[src/logic/cpu_settings.svh]
`ifndef CPU_SETTINGS_SVH
`define CPU_SETTINGS_SVH

// Datapath and address width
`define XLEN 32

// Register file
`define REG_ADDR_W 5
`define REG_COUNT 32

// Data memory, in words
`define DMEM_DEPTH 256
`define DMEM_ADDR_W 8

// First fetch address
`define RESET_PC 32'h0000_0000

`endif

[src/logic/stage_ifs.sv]
`timescale 1ns/1ps
`include "cpu_settings.svh"

// Fetch to decode
interface fd_if;
    logic             valid;
    logic [`XLEN-1:0] instr;

    modport src (output valid, instr);
    modport dst (input valid, instr);
endinterface


[src/logic/fetch_stage.sv]
`timescale 1ns/1ps
`include "cpu_settings.svh"

module fetch_stage (
    input  logic             clk,
    input  logic             reset,
    input  logic             enable,
    output logic [`XLEN-1:0] instr_addr,
    input  logic [`XLEN-1:0] instr_data,
    fd_if.src                fd
);

    logic [`XLEN-1:0] pc;

    // Instruction memory lives outside and answers within the cycle
    assign instr_addr = pc;

    always_ff @(posedge clk) begin
        if (!reset) begin
            pc       <= `RESET_PC;
            fd.valid <= 1'b0;
            fd.instr <= '0;
        end else if (enable) begin
            pc       <= pc + `XLEN'(4);
            fd.valid <= 1'b1;
            fd.instr <= instr_data;
        end
    end

endmodule

[src/flat_wrapper.sv]
// flat-port wrapper written by rule: the top's interface ports become plain ports
module fetch_stage_flat 
  (clk, reset, enable, instr_addr, instr_data, fd_valid, fd_instr);
  fd_if fd_i ();
  input  logic clk;
  input  logic reset;
  input  logic enable;
  output logic [`XLEN-1:0] instr_addr;
  input  logic [`XLEN-1:0] instr_data;
  output wire logic [$bits(fd_i.valid)-1:0] fd_valid;
  output wire logic [$bits(fd_i.instr)-1:0] fd_instr;
  assign fd_valid = fd_i.valid;
  assign fd_instr = fd_i.instr;
  fetch_stage u_core (.clk(clk), .reset(reset), .enable(enable), .instr_addr(instr_addr), .instr_data(instr_data), .fd(fd_i));
endmodule
[config.mk]
export PLATFORM = sky130hd
export DESIGN_NAME = fetch_stage_flat
export DESIGN_NICKNAME = d
export VERILOG_FILES = /design/src/logic/stage_ifs.sv /design/src/logic/fetch_stage.sv /design/src/flat_wrapper.sv
export VERILOG_INCLUDE_DIRS = /design/src /design/src/logic
export SDC_FILE = /design/constraint.sdc
export NUM_CORES = 1
export LEC_CHECK = 0
export ABC_CLOCK_PERIOD_IN_PS = 2900
export BUFFER_PORTS_ARGS = -buffer_cell sky130_fd_sc_hd__buf_4
export CAP_MARGIN = 20
export CORE_MARGIN = 3
export CORE_UTILIZATION = 36
export CTS_CLUSTER_DIAMETER = 200
export DETAILED_ROUTE_END_ITERATION = 12
export PLACE_DENSITY = 0.66
export SKIP_CTS_REPAIR_TIMING = 1
export SLEW_MARGIN = 30
export SYNTH_ARGS = -nofsm -noshare
export SYNTH_HDL_FRONTEND = slang
export SYNTH_SLANG_ARGS = --single-unit
[constraint.sdc]
create_clock -name clk -period 2.9 [get_ports clk]
set_input_delay 0.145 -clock clk [delete_from_list [all_inputs] [get_ports clk]]
set_output_delay 0.145 -clock clk [all_outputs]
set_load 0.05 [all_outputs]
==> flow_summary_export.csv <==
group,metric,value,unit
critical_path,cp_slowest_cell,"and3_1",
drt,postRouteAntennaNets,0,
critical_path,slowest_delay,0.42,ns
clock_tree,cts.clk_slew.worst_paths,0.07,ns
placed_design,numPortBuffers,97,
cells_and_area,fin_cells,473,
power_and_ir_drop,p_per_area,539,mW/mm^2
critical_path,crit_path_start_kind,"register",
logic_synthesis,ys_top_cells_by_area,"dfxtp_1, mux2i_1, nor2_1",
critical_path,cp_max_fo,10,
power_and_ir_drop,power_frac_seq,47.0,%
sta,hold_violations,0,
global_routing,antenna_found_initial,0,
power_and_ir_drop,leakagePower,1.62,nW
floorplan,dieArea,0.00840,sq mm
logic_synthesis,synth-seq-cells,63,
global_routing,grt_pass1_wl,10300,um
power_and_ir_drop,peakVddDrop,231,uV
flow_run,drv_cap,0,
placed_design,place_congestion,0.807,
clock_tree,root_buffer,"clkbuf_8",
cells_and_area,drive_gt1_share,31.0,%
global_routing,grt_max_degree,42,
hold_path,hold_class,"in2reg",
drt,finalWirelength,6300,um
sta,maxSlewViolCount,0,
logic_synthesis,async_flop_share,0,%
logic_synthesis,seq_area_frac_synth,47.7,%
sta,slew_headroom,64.2,%
logic_synthesis,synth_top_cell_by_area,"dfxtp_1",
logic_synthesis,synth_top_area_share,47.7,%
floorplan,core-area,0.00694,sq mm
logic_synthesis,synth_edf_count,0,
drt,num_vias,2260,
clock_tree,cts.sinks,63,
cells_and_area,final_nets,408,
logic_synthesis,syn_inst,279,
cells_and_area,syn2layout_area_growth,36.4,%
sta,holdWs,0.0421,ns
drt,vias_per_cell,4.78,
logic_synthesis,yosysWarnings,0,
power_and_ir_drop,switchingPower,530,uW
sta,fmax,559,MHz
placed_design,dp_hpwl,4400,um
power_and_ir_drop,netSwitchingFraction,27.3,%
outcome,outcome,"finished, final reports clean",
clock_tree,cts_tree,"yes",
drt,wl_per_cell,13.3,um
critical_path,cp.required,3.17,ns
global_routing,grt_pass1_vias,2095,
drt,drc,0,
power_and_ir_drop,pwr-share-comb,14.3,%
global_routing,grt_use_total,15.1,%
critical_path,crit_arrival,2.06,ns
floorplan,ios,100,
clock_tree,insertion_delay,0.33,ns
logic_synthesis,syn_area,0.00264,sq mm
sta,period_share,61.7,%
sta,fin_crit,1.79,ns
critical_path,path_class,"reg2reg",
logic_synthesis,ys_types,33,
sta,worst_pin_slew,0.537,ns
critical_path,reg2reg_depth,4,
clock_tree,cts_made_buffers,9,
drt,drt_iter0_markers,96,
critical_path,r2r_end,"u_core.instr_addr[24]",
sta,fin_setup_tns,0,ns
floorplan,start_util,38.0,%
critical_path,reg2reg_setup_slack,1.11,ns
sta,rsz0062_at_grt,"false",
cells_and_area,antenna_cells,0,
logic_synthesis,synth_ff_type,"dfxtp_1",
floorplan,num_rows,30,
clock_tree,clockBufferDepth,2,
power_and_ir_drop,finalPower,1.94,mW
placed_design,dpl.cell_count,457,
global_routing,overflow,0,
critical_path,crit_path_end_kind,"register",
critical_path,r2r-start,"u_core.instr_addr[4]",
power_and_ir_drop,p_int,1.41,mW
critical_path,worstPathCellList,"and3_1 -> nand3_1 -> nor4_1 -> mux2i_1",
floorplan,fp.dieH,91.7,um
critical_path,cp-startpoint,"u_core.instr_addr[4]",
clock_tree,htreeDepth,3,
sta,worst_clock_skew,0.0105,ns
floorplan,die_x,91.7,um
critical_path,crit_path_end,"u_core.instr_addr[24]",
logic_synthesis,syn_area_per_cell,9.47,sq um
sta,setup_violations,0,
drt,drtPass1Iterations,4,
power_and_ir_drop,pwr-share-clk,38.7,%
-- worst min-delay path by stage --
stage / from / endpoint / cells after the start
floorplan: instr_data[24] / u_core.fd.instr[24] / 2
global placement: instr_data[20] / u_core.fd.instr[20] / 3
detailed placement: instr_data[16] / u_core.fd.instr[16] / 3
CTS: instr_data[16] / u_core.fd.instr[16] / 3
global route: instr_data[11] / u_core.fd.instr[11] / 3
finish: instr_data[16] / u_core.fd.instr[16] / 3
-- registers in the layout, indices dropped and copies added, names as in the netlist --
| signal | cells |
|---|---|
| u_core.fd.valid | 1 |
| u_core.instr_addr | 30 |
| u_core.fd.instr | 32 |
-- worst max-delay path: cells and delay by family, from the launching register on --
family / cells / cell delay (ns)
multiplexers: 1 / 0.22
flip-flops: 1 / 0.40
AND/OR/NAND/NOR: 3 / 1.12
-- cell usage after synthesis, drive strengths merged (2+ instances only) --
library cell / n
a21oi: 7
and2: 2
and3: 4
and4: 3
buf: 11
clkbuf: 7
dfxtp: 63
inv: 2
mux2i: 41
nand2: 25
nand2b: 10
nand3: 10
nand4: 5
nor2: 46
nor4: 7
o21ai: 5
o311ai: 4
o31ai: 2
o41ai: 4
or3: 5
or4: 2
xnor2: 2
xor2: 8
-- final cells by class --
cell class              instances  area (sq um)
multi-input cells             196          1280
inverters                       3          11.3
clock inverters                 4          45.0
clock buffers                  12           145
flip-flops and latches         63          1260
fillers                       674          3340
well taps                      96           120
repair buffers                 99           743
-- cells in the final DEF (no fill, tap or decap), drive strengths merged, types with 5 or more instances in the layout --
cell and instances:
o21ai 5, mux2i 41, nand2b 10, dfxtp 63, xor2 8, clkbuf 12, nand4 5, nand2 25
nand3 10, nor4 7, or3 5, a21oi 7, nor2 46, buf 99
-- power groups by stage --
stage	registers [mW]	clock network, mW	logic, mW
after floorplan	1.04	0	0.0800
after global placement	0.931	0	0.277
after detailed placement	0.931	0	0.281
after CTS	0.913	0.786	0.281
after global routing	0.917	0.817	0.296
final	0.913	0.752	0.278
-- cell families (layout without fill, tap and decap cells) --
group / after synthesis / in the layout / synth area share (%)
xor+xnor: 10 / 10 / 3.32
mux: 41 / 41 / 15.5
buf+inv: 21 / 118 / 4.03
simple gates: 120 / 120 / 23.3
compound gates: 22 / 22 / 5.49
fa+ha+maj: 1 / 1 / 0.474
other cells: 1 / 2 / 0.142
flops: 63 / 63 / 47.7
-- stage by stage --
| stage | setup WS [ns] | cell area (sq um) | utilization (%) |
|---|---|---|---|
| floorplan | 1.03 | 2650 | - |
| global placement | 1.19 | 3410 | 49.2 |
| detailed placement | 1.14 | 3410 | 49.2 |
| CTS | 1.11 | 3600 | 51.9 |
| global route | 0.908 | 3600 | 51.9 |
| finish | 1.11 | 3600 | 51.9 |
-- per-layer routing --
metal / routed length, um / track usage [%] / vias up
met5: 0 / 0 / -
met4: 60 / 3.77 / 0
met3: 614 / 8.53 / 6
met2: 2880 / 23.4 / 74
met1: 2740 / 18.1 / 1032
li1: - / - / 1148
No activity file was read; power rests on OpenSTA's default activity.
