## src/logic/cpu_settings.svh

```systemverilog
`ifndef CPU_SETTINGS_SVH
`define CPU_SETTINGS_SVH

// Datapath and address width
`define XLEN 32

// Register file
`define REG_ADDR_W 5
`define REG_COUNT 32

// Data memory, in words
`define DMEM_DEPTH 256
`define DMEM_ADDR_W 8

// First fetch address
`define RESET_PC 32'h0000_0000

`endif

```

## src/logic/ctrl_pkg.sv

```systemverilog
package ctrl_pkg;

    localparam int ALU_OP_W = 3;

    localparam logic [ALU_OP_W-1:0] ALU_OR   = 3'd0;
    localparam logic [ALU_OP_W-1:0] ALU_AND  = 3'd1;
    localparam logic [ALU_OP_W-1:0] ALU_XOR  = 3'd2;
    localparam logic [ALU_OP_W-1:0] ALU_ADD  = 3'd3;
    localparam logic [ALU_OP_W-1:0] ALU_NOR  = 3'd4;
    localparam logic [ALU_OP_W-1:0] ALU_NAND = 3'd5;
    localparam logic [ALU_OP_W-1:0] ALU_SLTU = 3'd6;
    localparam logic [ALU_OP_W-1:0] ALU_SUB  = 3'd7;

    // Write-back source
    localparam logic WB_ALU = 1'b0;
    localparam logic WB_MEM = 1'b1;

endpackage

```

## src/logic/stage_ifs.sv

```systemverilog
`timescale 1ns/1ps
`include "cpu_settings.svh"


// Decode to execute
interface de_if;
    import ctrl_pkg::*;

    logic                   valid;
    logic [ALU_OP_W-1:0]    alu_op;
    logic                   alu_src_imm;
    logic                   reg_write;
    logic                   mem_read;
    logic                   mem_write;
    logic                   wb_sel;
    logic [`XLEN-1:0]       rs_data;
    logic [`XLEN-1:0]       rt_data;
    logic [`XLEN-1:0]       imm;
    logic [`REG_ADDR_W-1:0] dest;

    modport src (output valid, alu_op, alu_src_imm, reg_write, mem_read, mem_write,
                 wb_sel, rs_data, rt_data, imm, dest);
    modport dst (input valid, alu_op, alu_src_imm, reg_write, mem_read, mem_write,
                 wb_sel, rs_data, rt_data, imm, dest);
endinterface

// Execute to memory
interface em_if;
    logic                   valid;
    logic                   reg_write;
    logic                   mem_read;
    logic                   mem_write;
    logic                   wb_sel;
    logic [`XLEN-1:0]       alu_result;
    logic [`XLEN-1:0]       store_data;
    logic [`REG_ADDR_W-1:0] dest;

    modport src (output valid, reg_write, mem_read, mem_write, wb_sel,
                 alu_result, store_data, dest);
    modport dst (input valid, reg_write, mem_read, mem_write, wb_sel,
                 alu_result, store_data, dest);
endinterface

```

## src/logic/execute_stage.sv

```systemverilog
`timescale 1ns/1ps
`include "cpu_settings.svh"

module execute_stage (
    input  logic clk,
    input  logic reset,
    input  logic enable,
    de_if.dst    de,
    em_if.src    em
);
    import ctrl_pkg::*;

    logic [`XLEN-1:0] operand_b;
    logic [`XLEN-1:0] result;

    assign operand_b = de.alu_src_imm ? de.imm : de.rt_data;

    always_comb begin
        result = '0;
        case (de.alu_op)
            ALU_OR:   result = de.rs_data | operand_b;
            ALU_AND:  result = de.rs_data & operand_b;
            ALU_XOR:  result = de.rs_data ^ operand_b;
            ALU_ADD:  result = de.rs_data + operand_b;
            ALU_NOR:  result = ~(de.rs_data | operand_b);
            ALU_NAND: result = ~(de.rs_data & operand_b);
            // Unsigned compare giving 1 or 0
            ALU_SLTU: result = {{(`XLEN-1){1'b0}}, de.rs_data < operand_b};
            ALU_SUB:  result = de.rs_data - operand_b;
        endcase
    end

    always_ff @(posedge clk) begin
        if (!reset) begin
            em.valid     <= 1'b0;
            em.reg_write <= 1'b0;
            em.mem_read  <= 1'b0;
            em.mem_write <= 1'b0;
        end else if (enable) begin
            em.valid     <= de.valid;
            em.reg_write <= de.reg_write;
            em.mem_read  <= de.mem_read;
            em.mem_write <= de.mem_write;
        end
    end

    always_ff @(posedge clk) begin
        if (enable) begin
            em.wb_sel     <= de.wb_sel;
            em.alu_result <= result;
            em.store_data <= de.rt_data;
            em.dest       <= de.dest;
        end
    end

endmodule

```

## src/flat_wrapper.sv

```systemverilog
// flat-port wrapper written by rule: the top's interface ports become plain ports
module execute_stage_flat import ctrl_pkg::*;
  (clk, reset, enable, de_valid, de_alu_op, de_alu_src_imm, de_reg_write, de_mem_read, de_mem_write, de_wb_sel, de_rs_data, de_rt_data, de_imm, de_dest, em_valid, em_reg_write, em_mem_read, em_mem_write, em_wb_sel, em_alu_result, em_store_data, em_dest);
  de_if de_i ();
  em_if em_i ();
  input  logic clk;
  input  logic reset;
  input  logic enable;
  input wire logic [$bits(de_i.valid)-1:0] de_valid;
  input wire logic [$bits(de_i.alu_op)-1:0] de_alu_op;
  input wire logic [$bits(de_i.alu_src_imm)-1:0] de_alu_src_imm;
  input wire logic [$bits(de_i.reg_write)-1:0] de_reg_write;
  input wire logic [$bits(de_i.mem_read)-1:0] de_mem_read;
  input wire logic [$bits(de_i.mem_write)-1:0] de_mem_write;
  input wire logic [$bits(de_i.wb_sel)-1:0] de_wb_sel;
  input wire logic [$bits(de_i.rs_data)-1:0] de_rs_data;
  input wire logic [$bits(de_i.rt_data)-1:0] de_rt_data;
  input wire logic [$bits(de_i.imm)-1:0] de_imm;
  input wire logic [$bits(de_i.dest)-1:0] de_dest;
  output wire logic [$bits(em_i.valid)-1:0] em_valid;
  output wire logic [$bits(em_i.reg_write)-1:0] em_reg_write;
  output wire logic [$bits(em_i.mem_read)-1:0] em_mem_read;
  output wire logic [$bits(em_i.mem_write)-1:0] em_mem_write;
  output wire logic [$bits(em_i.wb_sel)-1:0] em_wb_sel;
  output wire logic [$bits(em_i.alu_result)-1:0] em_alu_result;
  output wire logic [$bits(em_i.store_data)-1:0] em_store_data;
  output wire logic [$bits(em_i.dest)-1:0] em_dest;
  assign de_i.valid = de_valid;
  assign de_i.alu_op = de_alu_op;
  assign de_i.alu_src_imm = de_alu_src_imm;
  assign de_i.reg_write = de_reg_write;
  assign de_i.mem_read = de_mem_read;
  assign de_i.mem_write = de_mem_write;
  assign de_i.wb_sel = de_wb_sel;
  assign de_i.rs_data = de_rs_data;
  assign de_i.rt_data = de_rt_data;
  assign de_i.imm = de_imm;
  assign de_i.dest = de_dest;
  assign em_valid = em_i.valid;
  assign em_reg_write = em_i.reg_write;
  assign em_mem_read = em_i.mem_read;
  assign em_mem_write = em_i.mem_write;
  assign em_wb_sel = em_i.wb_sel;
  assign em_alu_result = em_i.alu_result;
  assign em_store_data = em_i.store_data;
  assign em_dest = em_i.dest;
  execute_stage u_core (.clk(clk), .reset(reset), .enable(enable), .de(de_i), .em(em_i));
endmodule
```

## config.mk

```make
export PLATFORM = sky130hd
export DESIGN_NAME = execute_stage_flat
export DESIGN_NICKNAME = d
export VERILOG_FILES = /design/src/logic/ctrl_pkg.sv /design/src/logic/stage_ifs.sv /design/src/logic/execute_stage.sv /design/src/flat_wrapper.sv
export VERILOG_INCLUDE_DIRS = /design/src /design/src/logic
export SDC_FILE = /design/constraint.sdc
export NUM_CORES = 1
export LEC_CHECK = 0
export BUFFER_PORTS_ARGS = -buffer_cell sky130_fd_sc_hd__buf_2
export CAP_MARGIN = 20
export CELL_PAD_IN_SITES_DETAIL_PLACEMENT = 1
export CELL_PAD_IN_SITES_GLOBAL_PLACEMENT = 2
export CORE_AREA = 2 2 162 164
export CTS_BUF_LIST = sky130_fd_sc_hd__clkbuf_4 sky130_fd_sc_hd__clkbuf_8 sky130_fd_sc_hd__clkbuf_16
export DETAILED_ROUTE_END_ITERATION = 10
export DIE_AREA = 0 0 164 166
export PLACE_DENSITY = 0.86
export SYNTH_ARGS = -nofsm -noshare
export SYNTH_HDL_FRONTEND = slang
export SYNTH_SLANG_ARGS = --single-unit
```

## constraint.sdc

```tcl
create_clock -name clk -period 5 [get_ports clk]
set_clock_uncertainty 0.05 [all_clocks]
set_input_delay 0 -clock clk [delete_from_list [all_inputs] [get_ports clk]]
set_output_delay 0 -clock clk [all_outputs]
set_load 0.02 [all_outputs]
```

==> impl_metrics.tcl, run 1 <==
set metrics [dict create \
    run_status "finished, final reports clean" \
    grt_pass1_vias 8318 \
    p_leak_nw 4.684 \
    wl_per_cell_um 20.16 \
    reg2regPathDepth 3 \
    dieArea_um2 27220 \
    postCtsSetupBuffers 0 \
    async_flop_share 0 \
    p_comb_frac 0.426 \
    hold_path.class "primary input to register" \
    first_pass_iters 5 \
    power_density_nw_per_um2 254.4 \
    grt_pass1_wl_um 47330 \
    worstPathArrival_ps 4170 \
    worstMarginPinSlew_ps 1088 \
    fill_cells 3066 \
    p_sw_frac 0.3978 \
    path_clk_slew_ps 80 \
    rsz0062_at_grt "false" \
    max_slew_margin 0.2722 \
    gp_congestion 0.9071 \
    clkSinkCount 74 \
    cts_tree "done" \
    layout.nets 1394 \
    critPathMostFrequentCell "nand3_1" \
    synth_ff_type "edfxtp_1" \
    place_hpwl_um 22820 \
    crit_required_ps 5190 \
    syn2layout_area_growth_pct 23.81 \
    max_freq_mhz 251.2 \
    initial_core_util 0.3243 \
    seqPwrFrac 0.296 \
    totalWireLength_um 30550 \
    coreArea_um2 25620 \
    critPathMaxFanout 18 \
    min-delay-start "de_rs_data[22]" \
    synthCells 975 \
    synth.avg_cell_area_um2 8.520 \
    grt_max_degree 75 \
    start_kind "primary input" \
    antenna_found_initial 1 \
    switchingPower_w 0.001041 \
    final_util 0.4015 \
    synth_edf_count 70 \
    crit_cells 11 \
    num_antenna_cells 0 \
    overflow 0 \
    synth.net_count 1194 \
    vias 8195 \
    cp-end-kind "register" \
    seq_area_frac_synth 0.2627 \
    cpPeakStageDelay_ps 860 \
    setup-violations-final 0 \
    r2r_slack_ps 3780 \
    finalHoldViolations 0 \
    maxSlewViolCount 0 \
    min_period_ps 3981 \
    yosys_warnings 0 \
    tns_ps 0 \
    die_h_um 166 \
    peakVddDrop_mv 0.1265 \
    synth.distinct_cells 91 \
    critPathSlowestCell "mux2i_1" \
    hold_depth 4 \
    grtUsageTotal 0.2240 \
    cts_buffers 9 \
    die_x_um 164 \
    drt_iter0_drc 533 \
    cts.path.max_buffers 2 \
    clock_latency_ps 360 \
    rows 59 \
    root_buffer "clkbuf_16" \
    synth_seq_cells 74 \
    post-place-ws_ps 708.6 \
    drc 0 \
    clock_power_share 0.278 \
    crit_buf_inv 1 \
    drv_cap 0 \
    post-route-period-util 0.7961 \
    port-buffer-count 186 \
    r2r-start "u_core.em.mem_write" \
    drive_above_1_share 0.2169 \
    num_io_pins 187 \
    htreeDepth 3 \
    r2r-end "u_core.em.mem_write" \
    critical_path.top_delay_family "compound AO/OA/AOI/OAI gates" \
    holdPathEnd "u_core.em.alu_result[22]" \
    syn_area_um2 8307 \
    via_per_inst 5.409 \
    internal-power_w 0.001575 \
    critical_path_class "primary input to register" \
    setup_ws_ps 1019 \
    ant_nets 0 \
    cp_cell_sequence "buf_2 > mux2i_1 > ha_1 > nand3_1 > a2111oi_0 > o41ai_1 > a211oi_2 > nor2_1 > o311a_1 > or4_1 > nand3_1" \
]
state kept, by name (all words and copies together), names as in the netlist:
name                  count
u_core.em.alu_result     32
u_core.em.dest            5
u_core.em.mem_read        1
u_core.em.mem_write       1
u_core.em.reg_write       1
u_core.em.store_data     32
u_core.em.valid           1
u_core.em.wb_sel          1
logic make-up (layout without fill, tap and decap cells):
logic type	count (synthesis)	after routing	share of synthesized area
AND/OR/NAND/NOR	229	229	0.1313
adder cells (fa/ha/maj)	106	106	0.1615
flip-flops	74	74	0.2627
XOR/XNOR	45	45	0.04745
buffers and inverters	161	366	0.07682
multiplexers	40	40	0.04835
AO/OA/AOI/OAI	320	320	0.2719
synthesized netlist by cell type (13+ instances only):
library cell	instances	area share
a21oi_1	100	0.060
nor2b_1	14	0.011
nand3_1	17	0.010
o21ai_0	42	0.025
edfxtp_1	70	0.25
nand2_1	51	0.023
a21o_1	13	0.012
clkbuf_1	38	0.017
xnor2_1	36	0.038
ha_1	104	0.16
nor2_1	84	0.038
o22ai_1	13	0.0098
mux2i_1	39	0.047
o21bai_1	16	0.014
inv_1	99	0.045
nor3_1	19	0.011
worst min-delay path, delay by kind of cell:
| kind | cells | cell delay [ps] |
|---|---|---|
| buffers and inverters | 2 | 170 |
| adders and majority gates | 1 | 150 |
| AOI/OAI and AO/OA | 1 | 70 |
cell type report:
cell class / count / area (um^2) / area share
Clock buffer: 9 / 225.2 / 0.02190
Clock inverter: 7 / 82.58 / 0.008029
Inverter: 102 / 382.9 / 0.03723
Multi-Input combinational cell: 740 / 5487 / 0.5335
Sequential cell: 74 / 2182 / 0.2122
Tap cell: 335 / 419.2 / 0.04075
Timing Repair Buffer: 248 / 1506 / 0.1465
worst max path at each step:
stage | from | end | slack [ps]
global placement | de_alu_src_imm | u_core.em.alu_result[30] | 770
CTS | de_alu_src_imm | u_core.em.alu_result[28] | 1060
floorplan | de_alu_src_imm | u_core.em.alu_result[24] | 1270
detailed placement | de_alu_src_imm | u_core.em.alu_result[28] | 710
global route | de_alu_src_imm | u_core.em.alu_result[28] | 800
finish | de_alu_src_imm | u_core.em.alu_result[28] | 1020
layout by cell type, fill, tap and decap left out, types with 13 or more instances in the layout:
cell type      instances
inv_1                 99
buf_2                185
nor3_1                19
nand3_1               17
xnor2_1               36
nand2_1               51
nor2b_1               14
dlygate4sd3_1         43
a21oi_1              100
a21o_1                13
buf_4                 20
ha_1                 104
o21bai_1              16
o21ai_0               42
o22ai_1               13
edfxtp_1              70
mux2i_1               39
nor2_1                84
stage by stage:
step / total power (W) / cells / instance area (um^2) / hold WS [ps]
final: 0.002616 / 1515 / 10280 / 138.7
after detailed placement: 0.001865 / 1456 / 9547 / 130.3
after floorplan: 0.001525 / 975 / 8307 / 48.87
after CTS: 0.002631 / 1515 / 10280 / 142.0
after global routing: 0.002766 / 1515 / 10280 / 172.0
after global placement: 0.001850 / 1456 / 9547 / 128.8
power groups by stage:
stage / sequential (W) / clock (W) / combinational, W
floorplan: 0.000870 / 0 / 0.000655
global placement: 0.000787 / 0 / 0.00106
detailed placement: 0.000789 / 0 / 0.00108
CTS: 0.000776 / 0.000748 / 0.00111
global route: 0.000782 / 0.000765 / 0.00122
finish: 0.000776 / 0.000727 / 0.00111
routing by layer:
layer  GRT usage  vias to the layer above  part of all wire
li1            -                     3933                 -
met1      0.3128                     3960              0.47
met2      0.3606                      262              0.46
met3     0.03197                       38             0.056
met4     0.06026                        2             0.018
met5           0                        -           0.00036
repair_timing:
item                      in CTS  in global routing
hold buffers                  43                  0
hold endpoints to repair      42                  0
resized for setup              0                  0
No activity file was read; power rests on OpenSTA's default activity.
==> run 2: changes to the inputs <==
--- a/config.mk
+++ b/config.mk
@@ -10,11 +10,11 @@
 export CAP_MARGIN = 20
 export CELL_PAD_IN_SITES_DETAIL_PLACEMENT = 1
 export CELL_PAD_IN_SITES_GLOBAL_PLACEMENT = 2
-export CORE_AREA = 2 2 162 164
+export CORE_AREA = 2 2 170 172
 export CTS_BUF_LIST = sky130_fd_sc_hd__clkbuf_4 sky130_fd_sc_hd__clkbuf_8 sky130_fd_sc_hd__clkbuf_16
 export DETAILED_ROUTE_END_ITERATION = 10
-export DIE_AREA = 0 0 164 166
-export PLACE_DENSITY = 0.86
+export DIE_AREA = 0 0 172 174
+export PLACE_DENSITY = 0.82
 export SYNTH_ARGS = -nofsm -noshare
 export SYNTH_HDL_FRONTEND = slang
 export SYNTH_SLANG_ARGS = --single-unit
==> constraint.sdc (replaced) <==
create_clock -name clk -period 3.46 [get_ports clk]
set_clock_uncertainty 0.05 [all_clocks]
set_input_delay 0 -clock clk [delete_from_list [all_inputs] [get_ports clk]]
set_output_delay 0 -clock clk [all_outputs]
set_load 0.02 [all_outputs]
==> impl_metrics.tcl, run 2 (synthesis results as in run 1) <==
set metrics [dict create \
    cp-startpoint "de_rt_data[2]" \
    hold_depth 4 \
    grt_max_degree 69 \
    seqCellArea_um2 2182 \
    via_per_inst 5.170 \
    max_freq_mhz 301.2 \
    max_slew_margin 0.3002 \
    tns_ps 0 \
    maxSlewViolCount 0 \
    cp-end-kind "register" \
    totalWireLength_um 32540 \
    first_pass_iters 5 \
    layout_common_cells "184 x buf_2, 141 x buf_4, 104 x ha_1" \
    r2r_slack_ps 2210 \
    die_x_um 172 \
    grt_pass1_vias 9034 \
    setup-violations-final 0 \
    path_clk_slew_ps 70 \
    post-route-period-util 0.9597 \
    worstPathArrival_ps 3390 \
    dpl.cell_count 1629 \
    min_period_ps 3321 \
    run_status "finished, final reports clean" \
    worstMarginPinSlew_ps 1046 \
    drc 0 \
    clkSinkCount 74 \
    cts_tree "done" \
    gp_congestion 0.8863 \
    rows 62 \
    critical_path_class "primary input to register" \
    drv_cap 0 \
    fin_cells 1688 \
    start_kind "primary input" \
    reg2regPathDepth 3 \
    cts_buffers 9 \
    power.total_w 0.004000 \
    root_buffer "clkbuf_16" \
    num_antenna_cells 0 \
    multi_input_area_um2 5602 \
    peakVddDrop_mv 0.1642 \
    coreArea_um2 28240 \
    clock_latency_ps 360 \
    layout.nets 1518 \
    cts.path.max_buffers 2 \
    dieArea_um2 29930 \
    initial_core_util 0.2942 \
    hold_path.class "primary input to register" \
    wl_per_cell_um 19.28 \
    critPathMaxFanout 4 \
    min-delay-start "de_rs_data[22]" \
    holdPathEnd "u_core.em.alu_result[22]" \
    finalHoldViolations 0 \
    ant_nets 0 \
    grt_pass1_wl_um 49760 \
    antenna_found_initial 1 \
    power_density_nw_per_um2 350.3 \
    port-buffer-count 186 \
    syn2layout_area_growth_pct 37.45 \
    vias 8727 \
    r2r-start "u_core.em.mem_write" \
    crit_required_ps 3530 \
    num_io_pins 187 \
    drive_above_1_share 0.3006 \
    layout_commonest_cell "buf_2" \
    top_regs "u_core.em.alu_result (32), u_core.em.store_data (32), u_core.em.dest (5)" \
    fill_cells 3441 \
    r2r-end "u_core.em.mem_write" \
    htreeDepth 3 \
    grtUsageTotal 0.2149 \
    place_hpwl_um 24750 \
    drt_iter0_drc 462 \
    die_h_um 174 \
    overflow 0 \
    p_leak_nw 5.319 \
]
[run 2: cell count changes in the layout (fill, tap and decap cells not counted), moves of 3 or more]
cell / previous run / this run
a2111oi_4: 0 / 4
a21oi_1: 100 / 97
clkinv_4: 0 / 3
a21oi_2: 0 / 3
buf_4: 20 / 141
a2111oi_2: 5 / 2
inv_6: 3 / 0
[run 2: timing repair]
action,4_1_cts,5_1_grt
resized for setup,0,20
endpoints found under the setup margin,0,14
buffers inserted,0,0
endpoints found under the hold margin,42,0
hold buffers,43,0
[run 2: how the worst max path moves through the flow]
stage / endpoint / cells past startpoint / slack (ps)
after floorplan: u_core.em.alu_result[24] / 16 / -40
after global placement: u_core.em.alu_result[28] / 14 / -240
after detailed placement: u_core.em.alu_result[24] / 15 / -350
after CTS: u_core.em.alu_result[28] / 15 / 40
after global routing: u_core.em.alu_result[24] / 15 / -20
final: u_core.em.alu_result[28] / 15 / 140
[run 2: layout make-up]
type                    count  area share
clock inverters             6    0.006027
well taps                 384     0.04208
multi-input cells         740      0.4906
clock buffers              10     0.02038
flip-flops and latches     74      0.1911
repair buffers            372      0.2162
inverters                 102     0.03353
[run 2: through the flow]
step | instance area, um^2 | setup slack (ps) | util | hold WS (ps)
3_3_place_gp | 10560 | -241.8 | 0.3741 | 126.0
5_1_grt | 11420 | -21.17 | 0.4043 | 152.4
4_1_cts | 11300 | 36.17 | 0.4000 | 123.4
2_1_floorplan | 8310 | -43.56 | - | 48.87
6_report | 11420 | 139.4 | 0.4043 | 140.4
3_5_place_dp | 10560 | -345.8 | 0.3741 | 128.9
[run 2: power by group]
group	internal [W]	switching (W)	leakage [nW]
Sequential	0.00109	0.0000256	0.717
Combinational	0.000792	0.00107	4.46
Clock	0.000570	0.000451	0.146
Total	0.00246	0.00154	5.32
[run 2: metal layers]
layer,vias up,wire length (um),global-route usage
met4,2,513,0.05917
met2,235,15450,0.3599
met3,34,1686,0.03119
met5,-,11,0
met1,4270,14880,0.2869
li1,4186,-,-
[run 2: critical path: stages]
cell           delay (ps)
dlygate4sd3_1         520
buf_2                 110
mux2i_1                60
buf_4                 150
ha_1                  350
o21bai_2              120
a2111oi_4             390
nor4_2                 90
a221oi_4              320
nor3_4                100
o41ai_4               470
o21ai_1               160
xnor2_1               150
a221oi_1              290
nand3_1               100
==> run 3: changes to the inputs <==
--- a/config.mk
+++ b/config.mk
@@ -10,11 +10,11 @@
 export CAP_MARGIN = 20
 export CELL_PAD_IN_SITES_DETAIL_PLACEMENT = 1
 export CELL_PAD_IN_SITES_GLOBAL_PLACEMENT = 2
-export CORE_AREA = 2 2 170 172
+export CORE_AREA = 2 2 200 123
 export CTS_BUF_LIST = sky130_fd_sc_hd__clkbuf_4 sky130_fd_sc_hd__clkbuf_8 sky130_fd_sc_hd__clkbuf_16
 export DETAILED_ROUTE_END_ITERATION = 10
-export DIE_AREA = 0 0 172 174
-export PLACE_DENSITY = 0.82
+export DIE_AREA = 0 0 202 125
+export PLACE_DENSITY = 0.92
 export SYNTH_ARGS = -nofsm -noshare
 export SYNTH_HDL_FRONTEND = slang
 export SYNTH_SLANG_ARGS = --single-unit
==> constraint.sdc (replaced) <==
create_clock -name clk -period 4.3 [get_ports clk]
set_clock_uncertainty 0.05 [all_clocks]
set_input_delay 0 -clock clk [delete_from_list [all_inputs] [get_ports clk]]
set_output_delay 0 -clock clk [all_outputs]
set_load 0.02 [all_outputs]
==> impl_metrics.tcl, run 3 (synthesis results as in run 1) <==
set metrics [dict create \
    fill_cells 2817 \
    overflow 0 \
    gp_congestion 0.9112 \
    final_area_um2 10350 \
    die_x_um 202 \
    run_status "finished, final reports clean" \
    place_area_um2 9610 \
    crit_required_ps 4490 \
    setup-violations-final 0 \
    critical_path_class "primary input to register" \
    max_slew_margin 0.3514 \
    port-buffer-count 186 \
    die_h_um 125 \
    top_regs "u_core.em.alu_result (32), u_core.em.store_data (32), u_core.em.dest (5)" \
    initial_core_util 0.3517 \
    critPathMaxFanout 8 \
    vias 8442 \
    path_clk_slew_ps 70 \
    worstPathArrival_ps 4180 \
    clock_latency_ps 360 \
    cts_tree "done" \
    drive_above_1_share 0.2229 \
    cp-end-kind "register" \
    max_freq_mhz 250.6 \
    num_io_pins 187 \
    clkSinkCount 74 \
    ant_nets 0 \
    htreeDepth 3 \
    p_leak_nw 4.736 \
    cts_buffers 9 \
    tns_ps 0 \
    crit_buf_inv 2 \
    setup_ws_ps 310.1 \
    first_pass_iters 5 \
    drv_cap 0 \
    antenna_found_initial 2 \
    root_buffer "clkbuf_16" \
    layout_commonest_cell "buf_2" \
    grt_pass1_wl_um 50450 \
    rows 44 \
    grt_max_degree 49 \
    drt_iter0_drc 774 \
    post-place-ws_ps 287.8 \
    dieArea_um2 25250 \
    cp_cell_sequence "dlygate4sd3_1 > buf_2 > mux2i_1 > ha_1 > nand3_1 > a2111oi_0 > o41ai_1 > a211oi_2 > nor2_1 > o311a_1 > or4_1 > nand3_1" \
    via_per_inst 5.583 \
    worstMarginPinSlew_ps 969.3 \
    hold_path.class "primary input to register" \
    rsz0062_at_grt "false" \
    start_kind "primary input" \
    seqCellArea_um2 2182 \
    wl_per_cell_um 21.70 \
    syn2layout_area_growth_pct 24.63 \
    cts_resized 0 \
    critPathMostFrequentCell "nand3_1" \
    drc 0 \
    layout_common_cells "185 x buf_2, 104 x ha_1, 100 x a21oi_1" \
    post-route-period-util 0.9279 \
    cpPeakStageDelay_ps 560 \
    power_density_nw_per_um2 298.3 \
    totalWireLength_um 32810 \
    critical_path.top_delay_family "compound AO/OA/AOI/OAI gates" \
    layout.nets 1403 \
    critPathSlowestCell "mux2i_1" \
    multi_input_area_um2 5487 \
    cts.path.max_buffers 2 \
    place_hpwl_um 24610 \
    grt_pass1_vias 8467 \
    grtUsageTotal 0.2574 \
    peakVddDrop_mv 0.2028 \
    maxSlewViolCount 0 \
    finalHoldViolations 0 \
    coreArea_um2 23620 \
    min_period_ps 3990 \
]
## run 3: changes by cell type in the layout (fill, tap and decap cells not counted), moves of 2 or more
| cell | delta |
|---|---|
| mux2i_1 | +2 |
| a21oi_2 | -3 |
| clkinv_4 | -2 |
| buf_4 | -113 |
| clkbuf_4 | -2 |
| a2111oi_4 | -4 |
| mux2i_2 | -2 |
| inv_6 | +3 |
| a21oi_1 | +3 |
| a2111oi_2 | +3 |
## run 3: per-stage QoR
step | utilization | hold slack [ps] | power (W) | instances
3_3_place_gp | 0.4069 | 127.1 | 0.002169 | 1452
3_5_place_dp | 0.4069 | 128.6 | 0.002195 | 1452
6_report | 0.4383 | 68.35 | 0.003088 | 1512
2_1_floorplan | - | 48.87 | 0.001773 | 975
4_1_cts | 0.4382 | 71.35 | 0.003086 | 1511
5_1_grt | 0.4383 | 87.30 | 0.003247 | 1512
## run 3: per-layer routing
metal	track usage	up-vias	wire [um]
li1	-	3952	-
met1	0.3839	4110	16010
met3	0.05735	32	2704
met2	0.3786	348	13690
met5	0	-	0
met4	0.05061	0	395
## run 3: power breakdown
group	internal, W	total (W)	leakage (nW)	switching, W
Combinational	0.000503	0.00134	3.87	0.000838
Sequential	0.000879	0.000902	0.717	0.0000230
Clock	0.000462	0.000845	0.149	0.000383
## run 3: final cells by class
cell class | count | area share
clock buffers | 9 | 0.02175
well taps | 322 | 0.03892
inverters | 102 | 0.03698
diodes | 1 | 0.0002417
clock inverters | 7 | 0.008098
multi-input cells | 740 | 0.5300
flip-flops and latches | 74 | 0.2108
repair buffers | 257 | 0.1533
## run 3: worst paths after layout
path | startpoint | slack [ps] | depth (start not counted) | end
setup / recovery | de_rt_data[16] | 310 | 12 | u_core.em.alu_result[28]
hold / removal | enable | 70 | 1 | u_core.em.store_data[24]
setup reg to reg | u_core.em.valid | 3080 | 3 | u_core.em.valid
hold reg to reg | u_core.em.mem_write | 520 | 2 | u_core.em.mem_write
## run 3: timing repair
item,CTS,global route
buffers inserted,0,0
endpoints found under the hold margin,42,0
hold buffers,43,0
